**src/logic/mem_defs.svh**
```systemverilog
//~~~~~~~~~~~~~~~~~~~~~~~~~~~~~~~~~~~~~~~~~~~~~~~~~~~~~~~~~~~~~~~~~~~~~~~~~~
// Core memory bank sizes: bus word, bus address and bank depth
//~~~~~~~~~~~~~~~~~~~~~~~~~~~~~~~~~~~~~~~~~~~~~~~~~~~~~~~~~~~~~~~~~~~~~~~~~~
`ifndef MEM_DEFS_SVH
`define MEM_DEFS_SVH

// Bus side
`define WORD_BITS     36      // Data word incl. no parity
`define SBUS_ADR_BITS 22      // Word address, low two bits pick the quadword slot

// Bank side
`define MEM_ADR_BITS  12      // Bits the bank decodes, the rest alias
`define MEM_WORDS     4096    // Must equal 2**MEM_ADR_BITS

`endif
```
**src/logic/memCorePkg.sv**
```systemverilog
//~~~~~~~~~~~~~~~~~~~~~~~~~~~~~~~~~~~~~~~~~~~~~~~~~~~~~~~~~~~~~~~~~~~~~~~~~~
// Types private to the bank: burst cycle states and word offset
//~~~~~~~~~~~~~~~~~~~~~~~~~~~~~~~~~~~~~~~~~~~~~~~~~~~~~~~~~~~~~~~~~~~~~~~~~~
`default_nettype none

package memCorePkg;

  typedef logic [1:0] wordOffT;  // Offset within a quadword, wraps mod 4

  // Burst sequencing
  typedef enum logic [1:0] {
    idle     = 2'd0,  // No burst running
    burst    = 2'd1,  // Slots 0..2
    lastSlot = 2'd2   // Slot 3, a new start may be taken here
  } cycleStateT;

endpackage

`default_nettype wire

```
**src/logic/sbusPkg.sv**
```systemverilog
//~~~~~~~~~~~~~~~~~~~~~~~~~~~~~~~~~~~~~~~~~~~~~~~~~~~~~~~~~~~~~~~~~~~~~~~~~~
// SBUS vector types seen at the bank ports and by the data path
//~~~~~~~~~~~~~~~~~~~~~~~~~~~~~~~~~~~~~~~~~~~~~~~~~~~~~~~~~~~~~~~~~~~~~~~~~~
`default_nettype none
`include "mem_defs.svh"

package sbusPkg;

  // One data word as it travels on the bus
  typedef logic [`WORD_BITS-1:0] word36T;

  typedef logic [`SBUS_ADR_BITS-1:0] sbusAdrT;  // Word address, [1:0] is quadword offset

  // One bit per quadword slot
  // MSB belongs to the slot at the starting offset
  typedef logic [3:0] rqMaskT;

  typedef logic [`MEM_ADR_BITS-1:0] memAdrT;  // Address after dropping aliased bits

endpackage

`default_nettype wire

```
**src/logic/memBusIf.sv**
```systemverilog
//~~~~~~~~~~~~~~~~~~~~~~~~~~~~~~~~~~~~~~~~~~~~~~~~~~~~~~~~~~~~~~~~~~~~~~~~~~
// Burst steering between cycle control, slot counter and core array
//~~~~~~~~~~~~~~~~~~~~~~~~~~~~~~~~~~~~~~~~~~~~~~~~~~~~~~~~~~~~~~~~~~~~~~~~~~
`default_nettype none

interface memBusIf;
  import sbusPkg::*;
  import memCorePkg::*;

  logic    load;        // High during slot 0 of a burst
  memAdrT  quadBase;    // Captured address
  wordOffT startOff;    // Captured word offset
  logic    writeCycle;
  rqMaskT  rqIn;        // Captured request mask
  logic    slotAck;     // Current slot is requested
  wordOffT curOff;      // Word offset of current slot
  logic    slotsLeft;   // More slots follow the current one

  // Sequencer, watches the counter to find the last slot
  modport ctrl (output load, quadBase, startOff, writeCycle, rqIn,
                input  slotsLeft);

  modport count (input  load, startOff, rqIn,
                 output slotAck, curOff, slotsLeft);

  // Data side only needs where and whether
  modport array (input quadBase, curOff, slotAck, writeCycle);

endinterface

`default_nettype wire

```
**src/logic/cycleControl.sv**
```systemverilog
//~~~~~~~~~~~~~~~~~~~~~~~~~~~~~~~~~~~~~~~~~~~~~~~~~~~~~~~~~~~~~~~~~~~~~~~~~~
// Burst FSM: takes start in idle or in the last slot, captures the request
//~~~~~~~~~~~~~~~~~~~~~~~~~~~~~~~~~~~~~~~~~~~~~~~~~~~~~~~~~~~~~~~~~~~~~~~~~~
`default_nettype none

module cycleControl (
  input  wire logic             SBUS,
  input  wire logic             arstN,
  input  wire logic             start,
  input  wire sbusPkg::sbusAdrT adr,
  input  wire sbusPkg::rqMaskT  rq,
  input  wire logic             wrRq,
  memBusIf.ctrl                 bus
);
  import sbusPkg::*;
  import memCorePkg::*;

  cycleStateT stateQ;   // Registered state holds only idle or burst
  cycleStateT state;    // Decoded state adds lastSlot
  logic       accept;   // Start taken at this edge

  // Slot 3 is known only once the counter drops slotsLeft
  always_comb begin
    state = stateQ;
    if (stateQ == burst && !bus.slotsLeft) begin
      state = lastSlot;
    end
  end

  assign accept = start && (state != burst);  // Idle or last slot

  always_ff @(posedge SBUS or negedge arstN) begin
    if (!arstN) begin
      stateQ   <= idle;
      bus.load <= 1'b0;
    end else begin
      bus.load <= accept;             // Marks slot 0 for the counter
      case (state)
        idle: begin
          if (accept) stateQ <= burst;
        end
        burst: begin
          stateQ <= burst;            // Counter decides when slot 3 comes
        end
        lastSlot: begin
          stateQ <= accept ? burst : idle;   // Back to back with no gap
        end
        default: begin
          stateQ <= idle;
        end
      endcase
    end
  end

  // Request capture
  always_ff @(posedge SBUS) begin
    if (accept) begin
      bus.quadBase   <= memAdrT'(adr);   // Upper address bits alias
      bus.startOff   <= wordOffT'(adr);
      bus.rqIn       <= rq;
      bus.writeCycle <= wrRq;
    end
  end

  // Requester must wait for the last slot before the next start
  startInBurst: assert property (@(posedge SBUS) disable iff (!arstN)
    !(start && state == burst))
    else $error("cycleControl: start during burst slots ignored");

  // A burst begins only where a start met no pending slots in the counter
  loadFromStart: assert property (@(posedge SBUS) disable iff (!arstN)
    bus.load |-> $past(start && !bus.slotsLeft))
    else $error("cycleControl: load without an accepted start");

endmodule

`default_nettype wire

```
**src/flat_wrapper.sv**
```systemverilog
// flat-port wrapper written by rule: the top's interface ports become plain ports
module cycleControl_flat import sbusPkg::*; import memCorePkg::*;
  (SBUS, arstN, start, adr, rq, wrRq, bus_load, bus_quadBase, bus_startOff, bus_writeCycle, bus_rqIn, bus_slotsLeft);
  memBusIf bus_i ();
  input  wire logic SBUS;
  input  wire logic arstN;
  input  wire logic start;
  input  wire sbusPkg::sbusAdrT adr;
  input  wire sbusPkg::rqMaskT rq;
  input  wire logic wrRq;
  output wire logic [$bits(bus_i.load)-1:0] bus_load;
  output wire logic [$bits(bus_i.quadBase)-1:0] bus_quadBase;
  output wire logic [$bits(bus_i.startOff)-1:0] bus_startOff;
  output wire logic [$bits(bus_i.writeCycle)-1:0] bus_writeCycle;
  output wire logic [$bits(bus_i.rqIn)-1:0] bus_rqIn;
  input wire logic [$bits(bus_i.slotsLeft)-1:0] bus_slotsLeft;
  assign bus_load = bus_i.load;
  assign bus_quadBase = bus_i.quadBase;
  assign bus_startOff = bus_i.startOff;
  assign bus_writeCycle = bus_i.writeCycle;
  assign bus_rqIn = bus_i.rqIn;
  assign bus_i.slotsLeft = bus_slotsLeft;
  cycleControl u_core (.SBUS(SBUS), .arstN(arstN), .start(start), .adr(adr), .rq(rq), .wrRq(wrRq), .bus(bus_i));
endmodule
```
**config.mk**
```make
export PLATFORM = sky130hd
export DESIGN_NAME = cycleControl_flat
export DESIGN_NICKNAME = d
export VERILOG_FILES = /design/src/logic/memCorePkg.sv /design/src/logic/sbusPkg.sv /design/src/logic/memBusIf.sv /design/src/logic/cycleControl.sv /design/src/flat_wrapper.sv
export VERILOG_INCLUDE_DIRS = /design/src /design/src/logic
export SDC_FILE = /design/constraint.sdc
export NUM_CORES = 1
export LEC_CHECK = 0
export BUFFER_PORTS_ARGS = -buffer_cell sky130_fd_sc_hd__buf_2
export CORE_UTILIZATION = 30
export CTS_CLUSTER_DIAMETER = 120
export DETAILED_ROUTE_END_ITERATION = 16
export HOLD_SLACK_MARGIN = 0.06
export MAX_ROUTING_LAYER = met4
export PLACE_DENSITY = 0.77
export SETUP_SLACK_MARGIN = 0.15
export SYNTH_ARGS = -nofsm -noshare
export SYNTH_HDL_FRONTEND = slang
export SYNTH_SLANG_ARGS = --single-unit
```
**constraint.sdc**
```tcl
create_clock -name SBUS -period 1.6 [get_ports SBUS]
set_clock_uncertainty 0.1 [all_clocks]
set_input_delay 0 -clock SBUS [delete_from_list [all_inputs] [get_ports SBUS]]
set_output_delay 0 -clock SBUS [all_outputs]
set_load 0.01 [all_outputs]
```
==> results.txt <==
Setup Fix Bufs, Post-CTS = 0
Die height = 46.5 um
I/O pin total = 51
Drt pass-1 iters = 1
Detailed-route vias per instance = 3.95
Yosys cell types = 5
Gp weighted congestion = 0.619
Critical Path Start Type = flop
Clk sinks = 19
Clock Tree Buf Depth = 2
Die width = 46.5 um
Count leader, synth = edfxtp_1
Placed cell areas = 831 um^2
Fmax = 0.739 GHz
WP data arrival = 1.43 ns
Root buffer cell = clkbuf_4
Gr ovfl total = 0
Period Utilization, post-route = 84.6%
Required time worst endpoint = 1.68 ns
DR vias = 446
First-pass GRT wire length = 1890 um
RSZ-0062 raised after global routing = no
Commonest cells post-synth = 17 x edfxtp_1, 2 x buf_4, 2 x dfrtp_1, 1 x a21boi_2, 1 x a21o_1
CORE AREA = 0.00178 mm^2
Worst Hold Class = in -> reg
Setup TNS = 0 ns
Drc violations = 0
Starting Density = 33.3%
EDFF count, synth = 17
Num CTS Buffers = 3
Total wire length = 1290 um
Placed Cells incl. Taps = 87
Pwr/cell area = 874 mW/mm^2
I/O Buffers = 40
Maximum net fanout on the critical path = 2
Row count = 15
Status = finished, final reports clean
Area added between synthesis and finish = 81.3%
Leak = 0.467 nW
Register Area = 561 um^2
Syn Inst Count = 23
Final Critical Period = 1.35 ns
Crit-path slowest cell = dlygate4sd3_1
Synth top area cells = edfxtp_1 86%, dfrtp_1 8.4%, buf_4 2.5%
Seq/Total Area, Yosys = 94.3%
Worst Max-Slew Pin Slew = 0.298 ns
CP Capture Type = flop
Max rail drop VDD = 0.485 mV
Clk_lat worst skew = 0.28 ns
Synth Register Bits = 19
Finished Cell Area = 0.00108 mm^2
Final nets = 120
Post-Synthesis Net Count = 54
Slew margin rel. = 80.0%
Async S/R FF share, synth = 10.5%
Largest net degree at the start of global routing = 16
H-tree Lvls = 1
Max-cap violations = 0
Netlist Area Pre-Place = 594 um^2
Final ANT Viol Nets = 0
Antenna cells = 0
Layout cells sized above 1 = 51.1%
GRT Total Usage = 13.9%
Vias in the first global route = 463
Die area = 0.00216 mm^2
Critical-path cell list = a21o_1, dlygate4sd3_1
Filler cell count = 134
CTS tree = yes
Area of the multi-input gates = 18.8 um^2
Fin. max-slew vios = 0
Finished Layout Cells = 113
Iter 0 DRT Violations = 0
Yosys warnings = 0
Cts repair resizes = 0
Kind of critical path = reg -> reg
Final Setup Violations = 0
Mapped Avg Cell Area = 25.8 um^2
Clock edge transition at the registers on the reported setup and hold paths = 0.10 ns
Main synth FF type = edfxtp_1
Dominant cell type by area after synthesis = edfxtp_1
Layout Utilization = 60.4%
Post-synth top area share = 85.9%
Final Hold Fails = 0
Drt wl/cell = 11.4 um
Initial antenna violation count = 0
Largest stage delay on the critical path = 0.55 ns
==> what timing repair did <==
action / CTS / global route
endpoints found under the hold margin: 23 / 0
hold buffers: 22 / 0
endpoints found under the setup margin: 0 / 0
==> kinds of logic (layout without fill, tap and decap cells) <==
logic type | after synthesis | in the layout | synth area share (%)
compound gates | 2 | 2 | 3.16
buf+inv | 2 | 67 | 2.53
flops | 19 | 19 | 94.3
==> sequential cells by signal, summed over array words and instances, names as in the netlist <==
register,flops
u_core.bus.quadBase,11
u_core.bus.rqIn,4
u_core.bus.load,1
u_core.bus.startOff,1
u_core.bus.writeCycle,1
u_core.stateQ,1
==> cell usage in the layout, fill, tap and decap left out <==
master          n
edfxtp_1       17
a21boi_2        1
dlygate4sd3_1  22
a21o_1          1
buf_12          1
buf_2          40
clkbuf_4        3
clkbuf_1        1
dfrtp_1         2
==> metal layers <==
| metal | share of wire, % | track usage (%) |
|---|---|---|
| met1 | 38 | 14.6 |
| met2 | 49 | 22.8 |
| met3 | 12 | 4.71 |
| met4 | 0.31 | 7.06 |
| met5 | 0 | - |
==> power by group <==
group / switching [W] / internal, W
clock: 0.000136 / 0.0000967
sequential: 0.00000736 / 0.000573
combinational: 0.0000509 / 0.0000786
total: 0.000194 / 0.000748
==> final timing paths <==
| path | endpoint | slack (ns) | depth (start not counted) | startpoint |
|---|---|---|---|---|
| worst min-delay path | u_core.bus.quadBase[9] | 0.31 | 2 | adr[9] |
| worst max register to register | u_core.stateQ[0] | 0.25 | 2 | u_core.stateQ[0] |
| worst max-delay path | u_core.stateQ[0] | 0.25 | 2 | u_core.stateQ[0] |
| min in group asynchronous | u_core.bus.load | 0.46 | 3 | arstN |
| max in group asynchronous | u_core.stateQ[0] | 0.82 | 3 | arstN |
| worst min register to register | u_core.bus.load | 0.45 | 1 | u_core.stateQ[0] |
==> cell type report <==
class,count,share of cell area (%)
multi-input cells,2,1.74
repair buffers,63,40.9
clock buffers,4,2.44
flip-flops and latches,19,52.0
well taps,25,2.90
==> stage by stage <==
step / worst slack (ns) / hold WS [ns] / power (W)
floorplan: 0.199 / -0.396 / 0.000622
global placement: 0.373 / -0.316 / 0.000675
detailed placement: 0.338 / -0.309 / 0.000679
CTS: 0.269 / 0.303 / 0.000951
global route: 0.201 / 0.291 / 0.000990
finish: 0.246 / 0.313 / 0.000942
==> critical path: cells and delay by family, from the launching register on <==
kind	cells	cell delay (ns)
buf+inv	1	0.55
flops	1	0.41
compound gates	1	0.18
Note: power is estimated with default switching activity, not from simulation.
