**src/logic/mem_defs.svh**
```systemverilog
//~~~~~~~~~~~~~~~~~~~~~~~~~~~~~~~~~~~~~~~~~~~~~~~~~~~~~~~~~~~~~~~~~~~~~~~~~~
// Core memory bank sizes: bus word, bus address and bank depth
//~~~~~~~~~~~~~~~~~~~~~~~~~~~~~~~~~~~~~~~~~~~~~~~~~~~~~~~~~~~~~~~~~~~~~~~~~~
`ifndef MEM_DEFS_SVH
`define MEM_DEFS_SVH

// Bus side
`define WORD_BITS     36      // Data word incl. no parity
`define SBUS_ADR_BITS 22      // Word address, low two bits pick the quadword slot

// Bank side
`define MEM_ADR_BITS  12      // Bits the bank decodes, the rest alias
`define MEM_WORDS     4096    // Must equal 2**MEM_ADR_BITS

`endif
```
**src/logic/memCorePkg.sv**
```systemverilog
//~~~~~~~~~~~~~~~~~~~~~~~~~~~~~~~~~~~~~~~~~~~~~~~~~~~~~~~~~~~~~~~~~~~~~~~~~~
// Types private to the bank: burst cycle states and word offset
//~~~~~~~~~~~~~~~~~~~~~~~~~~~~~~~~~~~~~~~~~~~~~~~~~~~~~~~~~~~~~~~~~~~~~~~~~~
`default_nettype none

package memCorePkg;

  typedef logic [1:0] wordOffT;  // Offset within a quadword, wraps mod 4

  // Burst sequencing
  typedef enum logic [1:0] {
    idle     = 2'd0,  // No burst running
    burst    = 2'd1,  // Slots 0..2
    lastSlot = 2'd2   // Slot 3, a new start may be taken here
  } cycleStateT;

endpackage

`default_nettype wire

```
**src/logic/sbusPkg.sv**
```systemverilog
//~~~~~~~~~~~~~~~~~~~~~~~~~~~~~~~~~~~~~~~~~~~~~~~~~~~~~~~~~~~~~~~~~~~~~~~~~~
// SBUS vector types seen at the bank ports and by the data path
//~~~~~~~~~~~~~~~~~~~~~~~~~~~~~~~~~~~~~~~~~~~~~~~~~~~~~~~~~~~~~~~~~~~~~~~~~~
`default_nettype none
`include "mem_defs.svh"

package sbusPkg;

  // One data word as it travels on the bus
  typedef logic [`WORD_BITS-1:0] word36T;

  typedef logic [`SBUS_ADR_BITS-1:0] sbusAdrT;  // Word address, [1:0] is quadword offset

  // One bit per quadword slot
  // MSB belongs to the slot at the starting offset
  typedef logic [3:0] rqMaskT;

  typedef logic [`MEM_ADR_BITS-1:0] memAdrT;  // Address after dropping aliased bits

endpackage

`default_nettype wire

```
**src/logic/memBusIf.sv**
```systemverilog
//~~~~~~~~~~~~~~~~~~~~~~~~~~~~~~~~~~~~~~~~~~~~~~~~~~~~~~~~~~~~~~~~~~~~~~~~~~
// Burst steering between cycle control, slot counter and core array
//~~~~~~~~~~~~~~~~~~~~~~~~~~~~~~~~~~~~~~~~~~~~~~~~~~~~~~~~~~~~~~~~~~~~~~~~~~
`default_nettype none

interface memBusIf;
  import sbusPkg::*;
  import memCorePkg::*;

  logic    load;        // High during slot 0 of a burst
  memAdrT  quadBase;    // Captured address
  wordOffT startOff;    // Captured word offset
  logic    writeCycle;
  rqMaskT  rqIn;        // Captured request mask
  logic    slotAck;     // Current slot is requested
  wordOffT curOff;      // Word offset of current slot
  logic    slotsLeft;   // More slots follow the current one

  // Sequencer, watches the counter to find the last slot
  modport ctrl (output load, quadBase, startOff, writeCycle, rqIn,
                input  slotsLeft);

  modport count (input  load, startOff, rqIn,
                 output slotAck, curOff, slotsLeft);

  // Data side only needs where and whether
  modport array (input quadBase, curOff, slotAck, writeCycle);

endinterface

`default_nettype wire

```
**src/logic/quadWordCounter.sv**
```systemverilog
//~~~~~~~~~~~~~~~~~~~~~~~~~~~~~~~~~~~~~~~~~~~~~~~~~~~~~~~~~~~~~~~~~~~~~~~~~~
// Slot counter for one burst: word offset mod 4 and remaining request mask
//~~~~~~~~~~~~~~~~~~~~~~~~~~~~~~~~~~~~~~~~~~~~~~~~~~~~~~~~~~~~~~~~~~~~~~~~~~
`default_nettype none

module quadWordCounter (
  input wire logic SBUS,
  input wire logic arstN,
  memBusIf.count   bus
);
  import sbusPkg::*;
  import memCorePkg::*;

  wordOffT    offQ;    // Offset for the slot after this one
  rqMaskT     maskQ;   // Mask still to serve, head is next slot
  logic [2:0] cntQ;    // Slots still to run
  rqMaskT     mask;    // Mask seen by the current slot
  logic [2:0] cnt;

  // Slot 0 works straight from the captured request
  always_comb begin
    if (bus.load) begin
      bus.curOff = bus.startOff;
      mask       = bus.rqIn;
      cnt        = 3'd4;          // A burst always has four slots
    end else begin
      bus.curOff = offQ;
      mask       = maskQ;
      cnt        = cntQ;
    end
  end

  assign bus.slotAck   = mask[3] && (cnt != 3'd0);
  assign bus.slotsLeft = cnt > 3'd1;

  always_ff @(posedge SBUS or negedge arstN) begin
    if (!arstN) begin
      offQ  <= '0;
      maskQ <= '0;
      cntQ  <= 3'd0;
    end else if (cnt != 3'd0) begin
      offQ  <= bus.curOff + 2'd1;   // Wraps inside the quadword
      maskQ <= mask << 1;
      cntQ  <= cnt - 3'd1;
    end
  end

  // Offset steps by one from slot to slot of a burst
  offsetStep: assert property (@(posedge SBUS) disable iff (!arstN)
    bus.slotsLeft |=> bus.curOff == wordOffT'($past(bus.curOff) + 2'd1))
    else $error("quadWordCounter: word offset skipped");

endmodule

`default_nettype wire

```
**src/flat_wrapper.sv**
```systemverilog
// flat-port wrapper written by rule: the top's interface ports become plain ports
module quadWordCounter_flat import sbusPkg::*; import memCorePkg::*;
  (SBUS, arstN, bus_load, bus_startOff, bus_rqIn, bus_slotAck, bus_curOff, bus_slotsLeft);
  memBusIf bus_i ();
  input wire logic SBUS;
  input wire logic arstN;
  input wire logic [$bits(bus_i.load)-1:0] bus_load;
  input wire logic [$bits(bus_i.startOff)-1:0] bus_startOff;
  input wire logic [$bits(bus_i.rqIn)-1:0] bus_rqIn;
  output wire logic [$bits(bus_i.slotAck)-1:0] bus_slotAck;
  output wire logic [$bits(bus_i.curOff)-1:0] bus_curOff;
  output wire logic [$bits(bus_i.slotsLeft)-1:0] bus_slotsLeft;
  assign bus_i.load = bus_load;
  assign bus_i.startOff = bus_startOff;
  assign bus_i.rqIn = bus_rqIn;
  assign bus_slotAck = bus_i.slotAck;
  assign bus_curOff = bus_i.curOff;
  assign bus_slotsLeft = bus_i.slotsLeft;
  quadWordCounter u_core (.SBUS(SBUS), .arstN(arstN), .bus(bus_i));
endmodule
```
**config.mk**
```make
export PLATFORM = sky130hd
export DESIGN_NAME = quadWordCounter_flat
export DESIGN_NICKNAME = d
export VERILOG_FILES = /design/src/logic/memCorePkg.sv /design/src/logic/sbusPkg.sv /design/src/logic/memBusIf.sv /design/src/logic/quadWordCounter.sv /design/src/flat_wrapper.sv
export VERILOG_INCLUDE_DIRS = /design/src /design/src/logic
export SDC_FILE = /design/constraint.sdc
export NUM_CORES = 1
export LEC_CHECK = 0
export BUFFER_PORTS_ARGS = -buffer_cell sky130_fd_sc_hd__buf_2
export CORE_AREA = 2 2 39 41
export DETAILED_ROUTE_END_ITERATION = 7
export DIE_AREA = 0 0 41 43
export GPL_ROUTABILITY_DRIVEN = 0
export SLEW_MARGIN = 20
export SYNTH_ARGS = -nofsm -noshare
export SYNTH_HDL_FRONTEND = slang
export SYNTH_SLANG_ARGS = --single-unit
```
**constraint.sdc**
```tcl
create_clock -name SBUS -period 3.9 [get_ports SBUS]
set_input_delay 0.585 -clock SBUS [delete_from_list [all_inputs] [get_ports SBUS]]
set_output_delay 0.585 -clock SBUS [all_outputs]
set_load 0.03 [all_outputs]
```
==> flow_metrics.tcl, run 1 <==
set metrics [dict create \
    status "finished clean" \
    cp.required_ns 3.31 \
    antenna_found_initial 0 \
    drt_pass1_iterations 3 \
    power_uw 304 \
    crit_arrival_ns 1.87 \
    fillers 148 \
    core-area_sq_um 1380 \
    setup_slack_ns 1.44 \
    synthDistinctLibCells 17 \
    drive_gt1_share_pct 33.9 \
    ir_drop_v 0.000190 \
    antennaDiodeCount 0 \
    synth-seq-cells 8 \
    finalHoldViolations 0 \
    grt_use_total_pct 10.4 \
    grt_overflow 0 \
    drt_iter0_drc 6 \
    cp-end-kind "primary output" \
    finalNetCount 70 \
    timing.rr.start "u_core.cntQ[0]" \
    p_switching_uw 109 \
    p_seq_share_pct 42.1 \
    post-place-ws_ns 1.42 \
    numCtsBuffers 3 \
    die_h_um 43 \
    setup-violations-final 0 \
    yosysSeqAreaShare_pct 44.6 \
    p_clk_share_pct 20.9 \
    ctsHoldBuffers 0 \
    clock.fmax_mhz 407 \
    setup_tns_ns 0 \
    num_vias 335 \
    relSlewSlack_pct 70.4 \
    clk_latency_ns 0.25 \
    fp-row-count 14 \
    syn_area_per_cell_sq_um 10.7 \
    synth.net_count 54 \
    pwr-share-comb_pct 37.0 \
    cts.sinks 8 \
    power_leakage_uw 0.000264 \
    yosysWarnings 0 \
    register_area_sq_um 200 \
    cts_setup_buffers 0 \
    postLayoutCellArea_sq_um 541 \
    die_area_sq_um 1760 \
    cts-root-buf "clkbuf_4" \
    rsz0062_at_grt "no" \
    remaining_drc_errors 0 \
    grt_pass1_wl_um 1240 \
    multi_input_area_sq_um 230 \
    die_w_um 41 \
    crit_start "bus_load" \
    crit_type "in2out" \
    placed_area_sq_um 518 \
    synth_cells 42 \
    post_drt_wl_per_cell_um 10.6 \
    cts_tree "built" \
    rr_worst_depth 4 \
    final_common_cell "buf_2" \
    io_buffers 12 \
    start_kind "primary input" \
    start_util_pct 32.5 \
    antenna_left 0 \
    switching_share_pct 35.7 \
    final_cell_mix "12 x buf_2, 8 x dfrtp_1, 5 x nor2_1, 5 x o21ai_0, 4 x mux2i_1" \
    maxCapViolations 0 \
    clkTransAtPathRegs_ns 0.06 \
    cts_htree_levels 1 \
    syn-cell-area_sq_um 449 \
    fin_skew_ns 0.00437 \
    post-route-min-period_ns 2.46 \
    p_int_uw 196 \
    slew_violations 0 \
    grt_max_degree 12 \
    io_pins 13 \
    fin_crit_sh_pct 63.0 \
    reg2reg_to "u_core.offQ[1]" \
    area_growth_pct 20.3 \
    grt_pass1_vias 311 \
    r2r_slack_ns 2.36 \
    hold_class "in2async" \
    final_cells 72 \
    critical_path_peak_fanout 11 \
    powerDensity_nw_per_um2 563 \
    ctsResizeCount 0 \
    dpl.cell_count 69 \
    viasPerCell 4.65 \
    clockBufferDepth 2 \
    wl_um 764 \
    tightest_slew_ns 0.442 \
]
-- area by class of cell --
class	count	area share, %
Multi-Input combinational cell	31	42.6
Sequential cell	8	37.0
Timing Repair Buffer	12	11.1
Clock buffer	3	4.17
Tap cell	16	3.70
Inverter	2	1.39
-- flip-flops by register name, indices dropped and copies added (netlist names) --
| register | count |
|---|---|
| u_core.offQ | 2 |
| u_core.maskQ | 3 |
| u_core.cntQ | 3 |
-- worst max-delay path: stages --
cell and delay, ns:
buf_2 0.23, nand2b_1 0.20, ha_1 0.18, nor3b_2 0.40, nor2_1 0.09, buf_2 0.19
-- cell usage after synthesis --
master    instances  area (sq um)
mux2_4            1          15.0
nand2b_1          2          12.5
nor3b_2           1          12.5
o21ai_0           5          25.0
or3b_4            1          11.3
nand2_1           3          11.3
ha_1              3          37.5
dfrtp_1           8           200
a22o_1            1          8.76
buf_6             1          11.3
nand3b_1          1          7.51
a21oi_1           2          10.0
mux2i_1           4          40.0
mux2_2            1          11.3
inv_1             2          7.51
xnor2_1           1          8.76
nor2_1            5          18.8
-- layer usage --
layer	share of wire, %	vias to the layer above	GRT usage, %	routed length [um]
met5	0	-	0	0
li1	-	172	-	-
met1	46	154	13.2	348
met2	47	9	15.9	361
met4	0	0	4.00	0
met3	7.1	0	3.14	54
-- worst max path at each step --
stage,endpoint,slack (ns),cells after the start
2_1_floorplan,bus_slotsLeft,1.53,5
3_3_place_gp,bus_slotAck,1.44,6
3_5_place_dp,bus_slotAck,1.42,6
4_1_cts,bus_slotAck,1.42,6
5_1_grt,bus_slotAck,1.24,6
6_report,bus_slotAck,1.44,6
-- power groups by stage --
stage / combinational, uW / sequential [uW] / clock (uW)
after floorplan: 90.3 / 125 / 0
after global placement: 112 / 128 / 0
after global routing: 128 / 132 / 70.7
after detailed placement: 114 / 130 / 0
after CTS: 115 / 128 / 65.6
final: 113 / 128 / 63.6
-- cell families after synthesis --
group	Yosys count	share of synthesized area [%]
compound gates	8	9.75
xor+xnor	1	1.95
fa+ha+maj	3	8.36
buf+inv	3	4.18
flops	8	44.6
mux	6	14.8
simple gates	13	16.4
-- stage by stage --
step / utilization, % / hold WS, ns
floorplan: - / 0.289
global placement: 37.4 / 0.438
CTS: 39.1 / 0.170
global route: 39.1 / 0.173
finish: 39.1 / 0.167
detailed placement: 37.4 / 0.439
Note: power is estimated with default switching activity, not from simulation.
==> inputs of run 2 (changes only) <==
==> constraint.sdc (replaced) <==
create_clock -name SBUS -period 2.3 [get_ports SBUS]
set_input_delay 0.345 -clock SBUS [delete_from_list [all_inputs] [get_ports SBUS]]
set_output_delay 0.345 -clock SBUS [all_outputs]
set_load 0.03 [all_outputs]
==> run 2 against run 1 <==
Clock power rose by 62%. Core utilization rose by 1.3 points. Sequential share of layout area fell by 1.2 points. Via count rose by 3.3%. Critical path type unchanged. Largest power group unchanged.
==> flow_metrics.tcl, run 2 (synthesis gave the netlist of run 1 again) <==
set metrics [dict create \
    antenna_left 0 \
    fin_crit_sh_pct 77.6 \
    multi_input_area_sq_um 230 \
    cts-root-buf "clkbuf_4" \
    post-route-min-period_ns 1.79 \
    grt_max_degree 12 \
    cts_setup_buffers 0 \
    hold_class "in2reg" \
    antenna_found_initial 0 \
    die_area_sq_um 1760 \
    path_common_cell "buf_2" \
    drt_iter0_drc 4 \
    route.layer.met1.wl_um 395 \
    final_cell_mix "12 x buf_2, 8 x dfrtp_1, 5 x nor2_1, 5 x o21ai_0, 4 x mux2i_1" \
    clk_latency_ns 0.25 \
    clockBufferDepth 2 \
    power_leakage_uw 0.000274 \
    cp.required_ns 1.96 \
    fillers 142 \
    finalHoldViolations 0 \
    cp-end-kind "primary output" \
    relSlewSlack_pct 83.9 \
    whs_ns 0.339 \
    remaining_drc_errors 0 \
    clkTransAtPathRegs_ns 0.05 \
    setup_tns_ns 0 \
    cts_tree "built" \
    critical_path_peak_fanout 11 \
    crit_arrival_ns 1.44 \
    rsz0062_at_grt "no" \
    finalNetCount 72 \
    grt_use_total_pct 12.6 \
    core-area_sq_um 1380 \
    crit_type "in2out" \
    grt_pass1_vias 372 \
    start_util_pct 32.5 \
    top_regs "u_core.cntQ: 3 flops, u_core.maskQ: 3 flops, u_core.offQ: 2 flops" \
    slowest_stage "ha_1" \
    io_pins 13 \
    antennaDiodeCount 0 \
    final_common_cell "buf_2" \
    hpwl_um 703 \
    ctsResizeCount 0 \
    viasPerCell 4.68 \
    area_growth_pct 24.2 \
    critical-path-top-delay-family "simple AND/OR/NAND/NOR gates" \
    fp-row-count 14 \
    cts.sinks 8 \
    dr.max_layer_used "met4" \
    die_w_um 41 \
    grt_overflow 0 \
    post_drt_wl_per_cell_um 11.8 \
    die_h_um 43 \
    grt_pass1_wl_um 1420 \
    powerDensity_nw_per_um2 945 \
    met3WireLength_um 52 \
    numCtsBuffers 3 \
    cp_slowest_stage_delay_ns 0.24 \
    io_buffers 12 \
    wl_um 872 \
    fin_skew_ns 0.000782 \
    final_cells 74 \
    setup-violations-final 0 \
    num_vias 346 \
    path_cells "buf_2, nand2b_1, ha_1, nor3b_2, nor2_1, buf_2" \
    slew_violations 0 \
    ir_drop_v 0.000426 \
    drive_gt1_share_pct 34.5 \
    status "finished clean" \
    ctsHoldBuffers 1 \
    wl_met2_um 418 \
    register_area_sq_um 200 \
    tightest_slew_ns 0.236 \
    clock.fmax_mhz 560 \
    cts_htree_levels 1 \
    cp_num_buf_inv 2 \
    drt_pass1_iterations 4 \
    dpl.cell_count 70 \
    maxCapViolations 0 \
    start_kind "primary input" \
]
-- run 2: changes by cell type in the layout (fill, tap and decap cells not counted) --
cell	previous run	this run
buf_4	0	1
dlygate4sd3_1	0	1
-- run 2: stage by stage --
step	utilization [%]	setup slack, ns	area [sq um]	total power [uW]
after floorplan	-	0.411	449	365
final	40.3	0.514	558	528
after CTS	40.3	0.497	558	538
after global placement	38.0	0.517	526	419
after global routing	40.3	0.410	558	573
after detailed placement	38.0	0.455	526	427
-- run 2: path summary, 6_finish.rpt --
path | start | cells after the start | slack, ns | end
min in group asynchronous | arstN | 2 | 0.48 | u_core.cntQ[0]
max | bus_load | 6 | 0.51 | bus_slotAck
max in group asynchronous | arstN | 2 | 1.65 | u_core.offQ[0]
min | bus_rqIn[0] | 2 | 0.34 | u_core.maskQ[1]
min reg2reg | u_core.maskQ[2] | 2 | 0.49 | u_core.maskQ[2]
max reg2reg | u_core.cntQ[0] | 4 | 0.72 | u_core.offQ[1]
-- run 2: area by class of cell --
type / instances / area share, %
inverter: 2 / 1.35
sequential: 8 / 35.9
multi-input combinational: 31 / 41.3
tap: 16 / 3.59
timing repair buffer: 14 / 13.9
clock buffer: 3 / 4.04
-- run 2: worst register-to-register path, stage by stage, from the launching register on --
cell	delay [ns]
dfrtp_1	0.40
nand2b_1	0.14
ha_1	0.19
or3b_4	0.42
mux2_4	0.31
-- run 2: power breakdown --
group / internal (uW) / leakage, uW / switching, uW
Combinational: 90.5 / 0.000166 / 115
Sequential: 188 / 0.0000945 / 31.4
Clock: 59.4 / 0.0000138 / 43.8
Total: 338 / 0.000274 / 190
-- run 2: metal layers --
layer	vias up	global-route usage, %
met5	-	0
met4	0	8.00
met3	2	4.71
met2	11	19.4
met1	156	13.6
li1	177	-
==> inputs of run 3 (changes only) <==
==> constraint.sdc (replaced) <==
create_clock -name SBUS -period 1.6 [get_ports SBUS]
set_input_delay 0.24 -clock SBUS [delete_from_list [all_inputs] [get_ports SBUS]]
set_output_delay 0.24 -clock SBUS [all_outputs]
set_load 0.03 [all_outputs]
==> run 3 against run 2 <==
Non-clock buffer count rose by 5. Setup slack got worse by 0.50 ns. Die area stayed put. Combinational power is 82% higher. Global-route usage up 0.39 points.
==> flow_metrics.tcl, run 3 (synthesis gave the netlist of run 1 again) <==
set metrics [dict create \
    status "finished clean" \
    finalNetCount 77 \
    final_cell_mix "10 x buf_2, 8 x dfrtp_1, 7 x buf_4" \
    grt_max_degree 10 \
    power_leakage_uw 0.000302 \
    rsz0062_at_grt "yes" \
    slowest_stage "dfrtp_1" \
    grt_pass1_vias 362 \
    post_drt_wl_per_cell_um 11.0 \
    finalHoldViolations 0 \
    io_pins 13 \
    drt_pass1_iterations 3 \
    pwr-share-comb_pct 44.4 \
    grt_overflow 0 \
    drt_iter0_drc 3 \
    top_regs "u_core.cntQ: 3 flops, u_core.maskQ: 3 flops, u_core.offQ: 2 flops" \
    drive_gt1_share_pct 46.0 \
    antenna_found_initial 0 \
    clockBufferDepth 2 \
    clock.fmax_mhz 632 \
    cts.sinks 8 \
    antenna_left 0 \
    hold_class "in2reg" \
    grt_use_total_pct 13.0 \
    crit_arrival_ns 1.34 \
    hold_end "u_core.maskQ[1]" \
    fin_crit_sh_pct 98.9 \
    switching_share_pct 35.2 \
    tightest_slew_ns 0.237 \
    clk_latency_ns 0.25 \
    num_vias 369 \
    die_h_um 43 \
    hpwl_um 646 \
    slew_violations 0 \
    start_kind "register" \
    r2r_slack_ns 0.08 \
    cp.required_ns 1.36 \
    wl_um 867 \
    rr_worst_depth 4 \
    antennaDiodeCount 0 \
    postLayoutCellArea_sq_um 632 \
    cts-root-buf "clkbuf_4" \
    placed_area_sq_um 541 \
    remaining_drc_errors 0 \
    clkTransAtPathRegs_ns 0.06 \
    fp-row-count 14 \
    post-route-min-period_ns 1.58 \
    crit_type "reg2out" \
    min_from "bus_rqIn[0]" \
    numCtsBuffers 3 \
    area_growth_pct 40.7 \
    p_seq_share_pct 37.1 \
    maxCapViolations 0 \
    start_util_pct 32.5 \
    die_w_um 41 \
    p_int_uw 545 \
    cts_htree_levels 1 \
    cp_slowest_stage_delay_ns 0.39 \
    final_common_cell "buf_2" \
    critical_path_peak_fanout 3 \
    io_buffers 12 \
    core-area_sq_um 1380 \
    powerDensity_nw_per_um2 1330 \
    path_cells "nand2b_1, ha_2, nor3b_4, nor2_1, buf_4" \
    fin_skew_ns 0.00109 \
    reg2reg_to "u_core.offQ[1]" \
    die_area_sq_um 1760 \
    timing.rr.start "u_core.cntQ[0]" \
    cp-end-kind "primary output" \
    grt_pass1_wl_um 1440 \
    cts_tree "built" \
    relSlewSlack_pct 83.7 \
    p_switching_uw 296 \
    holdPathStages 2 \
    setup_tns_ns 0 \
    whs_ns 0.222 \
    viasPerCell 4.67 \
    p_clk_share_pct 18.5 \
    setup-violations-final 0 \
    ir_drop_v 0.000416 \
]
==> run 3: routing by layer <==
metal  share of wire (%)  GRT usage [%]  up-vias
met1                  42           13.6      174
li1                    -              -      184
met5                   0              0        -
met4                 2.5           12.0        0
met2                  53           20.6        9
met3                 2.3           1.57        2
==> run 3: what timing repair did <==
| action | in CTS | in global routing |
|---|---|---|
| hold buffers | 1 | 0 |
| pin swaps | 3 | 2 |
| endpoints found under the hold margin | 8 | 0 |
| setup endpoints to repair | 2 | 2 |
| gates resized for setup | 5 | 5 |
| gates cloned | 0 | 0 |
| setup buffers | 2 | 1 |
==> run 3: layout make-up <==
cell class              count  area, sq um
fillers                   143          752
multi-input cells          31          255
flip-flops and latches      8          200
repair buffers             19          124
clock buffers               3         22.5
well taps                  16         20.0
inverters                   2         10.0
==> run 3: worst max-delay path: cells and delay by family (launching register included) <==
kind                     cells  cell delay, ns
flip-flops                   1            0.39
AND/OR/NAND/NOR              3            0.35
adder cells (fa/ha/maj)      1            0.19
buffers and inverters        1            0.16
==> run 3: how the worst max path moves through the flow <==
stage	startpoint	endpoint	slack, ns	cells past startpoint
floorplan	bus_load	bus_slotAck	0.006	5
global placement	u_core.cntQ[0]	bus_slotAck	0.06	5
detailed placement	u_core.cntQ[0]	bus_slotAck	0.08	5
CTS	u_core.cntQ[0]	bus_slotAck	-0.01	5
global route	u_core.cntQ[0]	bus_slotAck	-0.08	5
finish	u_core.cntQ[0]	bus_slotAck	0.02	5
==> run 3: through the flow <==
step / power (uW) / setup WS [ns] / utilization, % / std cells
4_1_cts: 823 / -0.0136 / 43.7 / 78
3_5_place_dp: 616 / 0.0773 / 39.1 / 72
6_report: 840 / 0.0178 / 45.7 / 79
3_3_place_gp: 611 / 0.0614 / 39.1 / 72
5_1_grt: 915 / -0.0799 / 45.7 / 79
2_1_floorplan: 527 / 0.00601 / - / 42
==> run 3: power groups by stage <==
stage	Sequential (uW)	Clock [uW]	Combinational, uW
finish	312	155	374
global route	325	172	418
CTS	311	161	351
detailed placement	315	0	302
global placement	312	0	298
floorplan	305	0	222
